### src/verilog/pp_cfg_pkg.sv
package pp_cfg_pkg;

    // Sample format
    localparam int DATA_W = 8;          // One sample per word

    // Default frame geometry, overridden from the top level
    localparam int DEF_BANK_DEPTH = 100;    // Samples per frame
    localparam int DEF_NUM_BANKS  = 2;      // Classic ping-pong

    // Index widths
    localparam int ADDR_W = 8;          // Depths up to 256
    localparam int BANK_W = 4;          // Up to 16 banks

endpackage

### src/verilog/pp_types_pkg.sv
package pp_types_pkg;

    import pp_cfg_pkg::*;

    typedef logic [DATA_W-1:0] sample_t;

    // Write port of one RAM bank
    typedef struct packed {
        logic              en;         // Write strobe
        logic [ADDR_W-1:0] addr;       // Word address inside the bank
        sample_t           data;
    } bank_wr_t;

    // Word on the output stream
    typedef struct packed {
        sample_t           data;
        logic [BANK_W-1:0] bank;       // Bank the word was read from
        logic              last;       // Final word of the frame
    } pp_out_t;

endpackage

### src/verilog/pingpong_top.sv
`timescale 1ns/1ns

module pingpong_top
    import pp_cfg_pkg::*, pp_types_pkg::*;
#(
    parameter int BANK_DEPTH = DEF_BANK_DEPTH,
    parameter int NUM_BANKS  = DEF_NUM_BANKS
) (
    input  logic    clk_25m,
    input  logic    sys_rst_n,
    input  logic    in_valid,
    input  sample_t in_data,
    output logic    in_ready,
    output logic    out_valid,
    output pp_out_t out_word,
    input  logic    out_ready
);

    bank_wr_t             bank_wr [NUM_BANKS];
    sample_t              rd_data [NUM_BANKS];
    logic [ADDR_W-1:0]    rd_addr;     // Shared by all banks
    logic [NUM_BANKS-1:0] bank_req;    // Writer to reader, bank full
    logic [NUM_BANKS-1:0] bank_ack;    // Reader to writer, bank drained

    pp_write_ctrl #(
        .BANK_DEPTH (BANK_DEPTH),
        .NUM_BANKS  (NUM_BANKS)
    ) i_write_ctrl (
        .clk_25m   (clk_25m),
        .sys_rst_n (sys_rst_n),
        .in_valid  (in_valid),
        .in_data   (in_data),
        .in_ready  (in_ready),
        .bank_wr   (bank_wr),
        .bank_req  (bank_req),
        .bank_ack  (bank_ack)
    );

    for (genvar i = 0; i < NUM_BANKS; i++) begin : g_bank
        pp_bank #(
            .BANK_DEPTH (BANK_DEPTH)
        ) i_bank (
            .clk_25m (clk_25m),
            .wr      (bank_wr[i]),
            .rd_addr (rd_addr),
            .rd_data (rd_data[i])
        );
    end

    pp_read_ctrl #(
        .BANK_DEPTH (BANK_DEPTH),
        .NUM_BANKS  (NUM_BANKS)
    ) i_read_ctrl (
        .clk_25m   (clk_25m),
        .sys_rst_n (sys_rst_n),
        .bank_req  (bank_req),
        .bank_ack  (bank_ack),
        .rd_addr   (rd_addr),
        .rd_data   (rd_data),
        .out_valid (out_valid),
        .out_word  (out_word),
        .out_ready (out_ready)
    );

endmodule

### src/verilog/pp_bank.sv
`timescale 1ns/1ns

module pp_bank
    import pp_cfg_pkg::*, pp_types_pkg::*;
#(
    parameter int BANK_DEPTH = DEF_BANK_DEPTH
) (
    input  logic              clk_25m,
    input  bank_wr_t          wr,
    input  logic [ADDR_W-1:0] rd_addr,
    output sample_t           rd_data
);

    // Address bits that actually select a word
    localparam int IDX_W = (BANK_DEPTH > 1) ? $clog2(BANK_DEPTH) : 1;

    sample_t mem [BANK_DEPTH];

    always_ff @(posedge clk_25m) begin
        if (wr.en) begin
            mem[wr.addr[IDX_W-1:0]] <= wr.data;
        end
    end

    assign rd_data = mem[rd_addr[IDX_W-1:0]];  // Combinational read port

    // The writer must wrap before the end of the frame
    assert property (@(posedge clk_25m) wr.en |-> (int'(wr.addr) < BANK_DEPTH))
        else $error("Bank write at address %0d beyond depth %0d", wr.addr, BANK_DEPTH);

endmodule

### src/verilog/pp_read_ctrl.sv
`timescale 1ns/1ns

module pp_read_ctrl
    import pp_cfg_pkg::*, pp_types_pkg::*;
#(
    parameter int BANK_DEPTH = DEF_BANK_DEPTH,
    parameter int NUM_BANKS  = DEF_NUM_BANKS
) (
    input  logic                 clk_25m,
    input  logic                 sys_rst_n,
    input  logic [NUM_BANKS-1:0] bank_req,
    output logic [NUM_BANKS-1:0] bank_ack,
    output logic [ADDR_W-1:0]    rd_addr,
    input  sample_t              rd_data [NUM_BANKS],
    output logic                 out_valid,
    output pp_out_t              out_word,
    input  logic                 out_ready
);

    typedef enum logic [1:0] {
        S_WAIT,     // Current bank not yet full
        S_DRAIN,    // Walking the bank addresses
        S_ACK,      // Last word loaded, raise ack
        S_REL       // Wait for req to drop
    } state_t;

    state_t               state;
    logic [BANK_W-1:0]    cur_bank;    // Bank being drained
    logic [NUM_BANKS-1:0] cur_sel;
    logic                 cur_req;
    sample_t              cur_data;
    logic                 rd_last;
    logic                 load;        // Output register takes a word

    assign cur_sel = NUM_BANKS'(1) << cur_bank;
    assign cur_req = |(bank_req & cur_sel);
    assign rd_last = (rd_addr == ADDR_W'(BANK_DEPTH - 1));
    assign load    = ((state == S_WAIT) || (state == S_DRAIN)) && cur_req &&
                     (!out_valid || out_ready);

    // Read data of the current bank
    always_comb begin
        cur_data = '0;
        for (int i = 0; i < NUM_BANKS; i++) begin
            if (cur_sel[i]) begin
                cur_data = rd_data[i];
            end
        end
    end

    always_ff @(posedge clk_25m or negedge sys_rst_n) begin
        if (!sys_rst_n) begin
            state     <= S_WAIT;
            cur_bank  <= '0;
            rd_addr   <= '0;
            bank_ack  <= '0;
            out_valid <= 1'b0;
        end else begin
            if (load) begin
                out_valid <= 1'b1;
            end else if (out_ready) begin
                out_valid <= 1'b0;             // Consumed, nothing new
            end

            case (state)
                S_WAIT, S_DRAIN: begin
                    if (load) begin
                        rd_addr <= rd_last ? '0 : rd_addr + 1'b1;
                        state   <= rd_last ? S_ACK : S_DRAIN;
                    end
                end
                S_ACK: begin
                    bank_ack <= bank_ack | cur_sel;
                    state    <= S_REL;
                end
                S_REL: begin
                    if (!cur_req) begin
                        bank_ack <= bank_ack & ~cur_sel;  // Bank free for the writer
                        cur_bank <= (cur_bank == BANK_W'(NUM_BANKS - 1)) ?
                                    '0 : cur_bank + 1'b1;
                        state    <= S_WAIT;
                    end
                end
                default: state <= S_WAIT;
            endcase
        end
    end

    always_ff @(posedge clk_25m) begin
        if (load) begin
            out_word.data <= cur_data;
            out_word.bank <= cur_bank;
            out_word.last <= rd_last;
        end
    end

    // The writer keeps req up until the whole bank is read and acked
    assert property (@(posedge clk_25m) disable iff (!sys_rst_n)
        ((state == S_DRAIN) || (state == S_ACK)) |-> cur_req)
        else $error("Req of bank %0d dropped during drain", cur_bank);

endmodule

### src/verilog/pp_write_ctrl.sv
`timescale 1ns/1ns

module pp_write_ctrl
    import pp_cfg_pkg::*, pp_types_pkg::*;
#(
    parameter int BANK_DEPTH = DEF_BANK_DEPTH,
    parameter int NUM_BANKS  = DEF_NUM_BANKS
) (
    input  logic                 clk_25m,
    input  logic                 sys_rst_n,
    input  logic                 in_valid,
    input  sample_t              in_data,
    output logic                 in_ready,
    output bank_wr_t             bank_wr [NUM_BANKS],
    output logic [NUM_BANKS-1:0] bank_req,
    input  logic [NUM_BANKS-1:0] bank_ack
);

    logic [ADDR_W-1:0]    wr_addr;     // Next word of the bank being filled
    logic [BANK_W-1:0]    cur_bank;    // Bank being filled
    logic [NUM_BANKS-1:0] cur_sel;     // One-hot of cur_bank
    logic [NUM_BANKS-1:0] wr_en;
    logic                 accept;
    logic                 wr_last;

    assign cur_sel  = NUM_BANKS'(1) << cur_bank;
    assign in_ready = ~|(cur_sel & (bank_req | bank_ack));  // Bank idle on both sides
    assign accept   = in_valid & in_ready;
    assign wr_last  = (wr_addr == ADDR_W'(BANK_DEPTH - 1));
    assign wr_en    = accept ? cur_sel : '0;

    // Address and data are shared, only the strobe picks the bank
    for (genvar i = 0; i < NUM_BANKS; i++) begin : g_wr
        assign bank_wr[i].en   = wr_en[i];
        assign bank_wr[i].addr = wr_addr;
        assign bank_wr[i].data = in_data;
    end

    always_ff @(posedge clk_25m or negedge sys_rst_n) begin
        if (!sys_rst_n) begin
            wr_addr  <= '0;
            cur_bank <= '0;
            bank_req <= '0;
        end else begin
            // Hand over a full bank, withdraw req once the reader acks
            bank_req <= (bank_req & ~bank_ack) | ((accept && wr_last) ? cur_sel : '0);
            if (accept) begin
                if (wr_last) begin
                    wr_addr  <= '0;
                    cur_bank <= (cur_bank == BANK_W'(NUM_BANKS - 1)) ? '0 : cur_bank + 1'b1;
                end else begin
                    wr_addr <= wr_addr + 1'b1;
                end
            end
        end
    end

    // The reader only acks a bank that was handed over
    for (genvar i = 0; i < NUM_BANKS; i++) begin : g_ack_chk
        assert property (@(posedge clk_25m) disable iff (!sys_rst_n)
            $rose(bank_ack[i]) |-> bank_req[i])
            else $error("Ack on bank %0d without a pending req", i);
    end

endmodule
### config.mk
export PLATFORM = sky130hd
export DESIGN_NAME = pingpong_top
export DESIGN_NICKNAME = d
export VERILOG_FILES = /design/src/verilog/pp_cfg_pkg.sv /design/src/verilog/pp_types_pkg.sv /design/src/verilog/pingpong_top.sv /design/src/verilog/pp_bank.sv /design/src/verilog/pp_read_ctrl.sv /design/src/verilog/pp_write_ctrl.sv
export SDC_FILE = /design/constraint.sdc
export NUM_CORES = 2
export LEC_CHECK = 0
export BUFFER_PORTS_ARGS = -buffer_cell sky130_fd_sc_hd__buf_2
export CAP_MARGIN = 10
export CORE_ASPECT_RATIO = 1.2
export CORE_UTILIZATION = 46
export CTS_BUF_LIST = sky130_fd_sc_hd__clkbuf_16
export CTS_CLUSTER_DIAMETER = 100
export DETAILED_ROUTE_END_ITERATION = 8
export MAX_ROUTING_LAYER = met4
export PLACE_DENSITY = 0.59
export SLEW_MARGIN = 20
export SYNTH_ARGS = -nofsm -noshare
export SYNTH_HDL_FRONTEND = slang
export SYNTH_HIERARCHICAL = 1
export SYNTH_SLANG_ARGS = --single-unit
### constraint.sdc
create_clock -name clk_25m -period 3.1 [get_ports clk_25m]
set_input_delay 0.155 -clock clk_25m [delete_from_list [all_inputs] [get_ports clk_25m]]
set_output_delay 0.155 -clock clk_25m [all_outputs]
set_load 0.01 [all_outputs]
==> flow_summary.yaml <==
clock_tree:
  htreeDepth: 4
  max-clock-path-buffers: 3
  cts.sinks: 1644
  cts_buffers: 156
  clk_latency_ns: 0.80
  cts.clk_slew.worst_paths_ns: 0.06
  root_buffer: "clkbuf_16"
  cts_tree: "done"
cells_and_area:
  area_delta_synth_final_pct: 16.3
  fin_area_sq_um: 74700
  drive_gt1_share_pct: 33.3
  final_nets: 3397
  layoutNonFillerInstCount: 5322
  final.fill_count: 10454
  antenna_cells: 0
route:
  firstDrtPassIters: 7
  drt_iter0_drc: 3525
  wire_per_inst_um: 28.5
  totalWireLength_um: 152000
  ant_nets: 0
  drc_errors: 0
  vias_per_cell: 5.90
  num_vias: 31387
yosys:
  syn_area_per_cell_sq_um: 21.7
  ys_warn_count: 6
  synth_nets: 2968
  synthesis.area_sq_um: 64200
  synthesis.instances: 2954
min_path:
  hp-class: "input pin to asynchronous set/reset pin"
critical_path:
  reg2reg_from: "i_read_ctrl/rd_addr[0]"
  crit_type: "flop to flop"
  r2r_cells: 10
  reg2reg_slack_ns: 0.05
  critical_path.startpoint: "i_read_ctrl/rd_addr[0]"
  cp_top_family: "multiplexers"
  slowest_stage: "mux4_2"
  cp-endpoint: "i_read_ctrl/out_word[10]"
  critical-path-max-stage-delay_ns: 0.55
  path_buf_inv: 3
  r2r-end: "i_read_ctrl/out_word[10]"
  cp.depth: 10
  path_max_fanout: 10
  startpoint_type: "flop"
  endpoint_kind: "flop"
  worst_ep_required_time_ns: 3.64
  path_cells: "buf_12 -> buf_16 -> buf_4 -> mux4_2 -> nand3b_1 -> nand4_1 -> a221oi_2 -> a31oi_4 -> mux2i_1 -> nor2_1"
  worstPathArrival_ns: 3.59
global_route:
  grt_pass1_vias: 32314
  grt_overflow_total: 0
  antenna_found_initial: 0
  grtUsageTotal_pct: 22.5
  grt_pass1_wl_um: 223000
  grt_max_degree: 109
run_status:
  status: "finished, final reports clean"
pwr:
  cellPowerDensity_nw_per_um2: 817
  leakagePower_nw: 23.9
  ir_drop_uv: 485
placed_design:
  place_inst: 5017
  port_buffers: 26
  dp_hpwl_um: 97500
  place_area_sq_um: 69100
  gp_congestion: 0.852
timing:
  slew_headroom_pct: 39.2
  finalSetupViolCount: 0
  drv_slew: 0
  finalClockSkew_ns: 0.0246
  period_needed_ns: 3.05
  fin_crit_sh_pct: 98.5
  worst_hold_slack_ns: 0.0204
  hold_viol: 0
  setup_tns_ns: 0
  worst_pin_slew_ns: 0.912
  rsz0062_at_grt: "yes"
  fmax_mhz: 327
floorplanning:
  core-area_sq_um: 138000
  initial_core_util_pct: 46.5
  ios: 27
  rows: 149
  die_w_um: 343
  die_h_um: 411
  die-area_sq_um: 141000
job:
  drv_cap: 0
## sequential cells by signal, indices dropped and copies added, names as in the netlist, named ones only
signal	count
g_bank.i_bank/mem	1600
i_read_ctrl/out_word	13
i_read_ctrl/rd_addr	8
i_write_ctrl/wr_addr	8
i_read_ctrl/cur_bank	4
i_write_ctrl/cur_bank	4
i_read_ctrl/state	2
i_write_ctrl/bank_req	2
i_read_ctrl/out_valid	1
## where the power goes
part / internal, mW / switching, mW
registers: 24.6 / 0.335
logic: 8.19 / 8.57
clock network: 11.2 / 8.17
total: 43.9 / 17.1
## routing by layer
metal / GRT usage [%] / wire length (um) / vias to the layer above
met1: 30.9 / 63500 / 16849
met3: 4.36 / 10600 / 198
met4: 5.18 / 3000 / 0
li1: - / - / 13234
met5: - / 0 / -
met2: 35.1 / 74400 / 1106
## stage by stage
step / util [%] / power, mW / worst slack, ns
4_1_cts: 54.0 / 61.3 / 0.00130
6_report: 54.1 / 61.0 / 0.0451
3_3_place_gp: 50.1 / 41.7 / -0.160
3_5_place_dp: 50.1 / 41.9 / -0.0972
2_1_floorplan: - / 35.9 / 0.281
5_1_grt: 54.1 / 63.0 / -0.00848
## layout make-up
type / instances / area [sq um] / share of cell area [%]
sequential: 1644 / 49200 / 65.9
multi-input combinational: 1122 / 14000 / 18.8
clock buffer: 164 / 4100 / 5.50
timing repair buffer: 448 / 3920 / 5.24
tap: 1812 / 2270 / 3.04
clock inverter: 121 / 1090 / 1.46
inverter: 11 / 41.3 / 0.0553
## cells in the final DEF (no fill, tap or decap), drive strengths merged, types with 3 or more instances in the layout
master	n
nor3	15
nor4	17
xnor2	8
o22ai	25
mux2	6
o21ai	13
buf	435
o31ai	6
bufinv	19
dfrtp	31
inv	39
nand3b	7
a221oi	4
a31oi	6
or2	3
mux4	452
or3	9
nor3b	4
a21oi	20
and2	5
nor2	247
clkinvlp	9
nand4	17
xor2	3
clkinv	65
o211ai	4
and3	3
a22oi	52
mux2i	33
nand3	52
dlygate4sd3	11
clkbuf	166
nor2b	28
edfxtp	1613
nand2	54
nand2b	7
## worst min path at each step
stage               startpoint                          to  slack, ns  depth (start not counted)
floorplan            sys_rst_n  asynchronous set/reset pin      -0.14                          0
detailed placement   sys_rst_n     i_read_ctrl/cur_bank[3]       0.28                          1
CTS                  sys_rst_n     i_read_ctrl/cur_bank[3]       0.01                          2
finish               sys_rst_n       i_read_ctrl/out_valid       0.02                          2
global placement     sys_rst_n       i_read_ctrl/out_valid       0.25                          1
global route         sys_rst_n     i_read_ctrl/cur_bank[3]       0.08                          2
## what timing repair did
item | 4_1_cts | 5_1_grt
pin swaps | 2 | 3
setup buffers | 0 | 7
endpoints found under the hold margin | 588 | 0
setup endpoints to repair | 4 | 22
gates resized for setup | 8 | 13
gates cloned | 1 | 2
hold buffers | 11 | 0
Note: power is estimated with default switching activity, not from simulation.
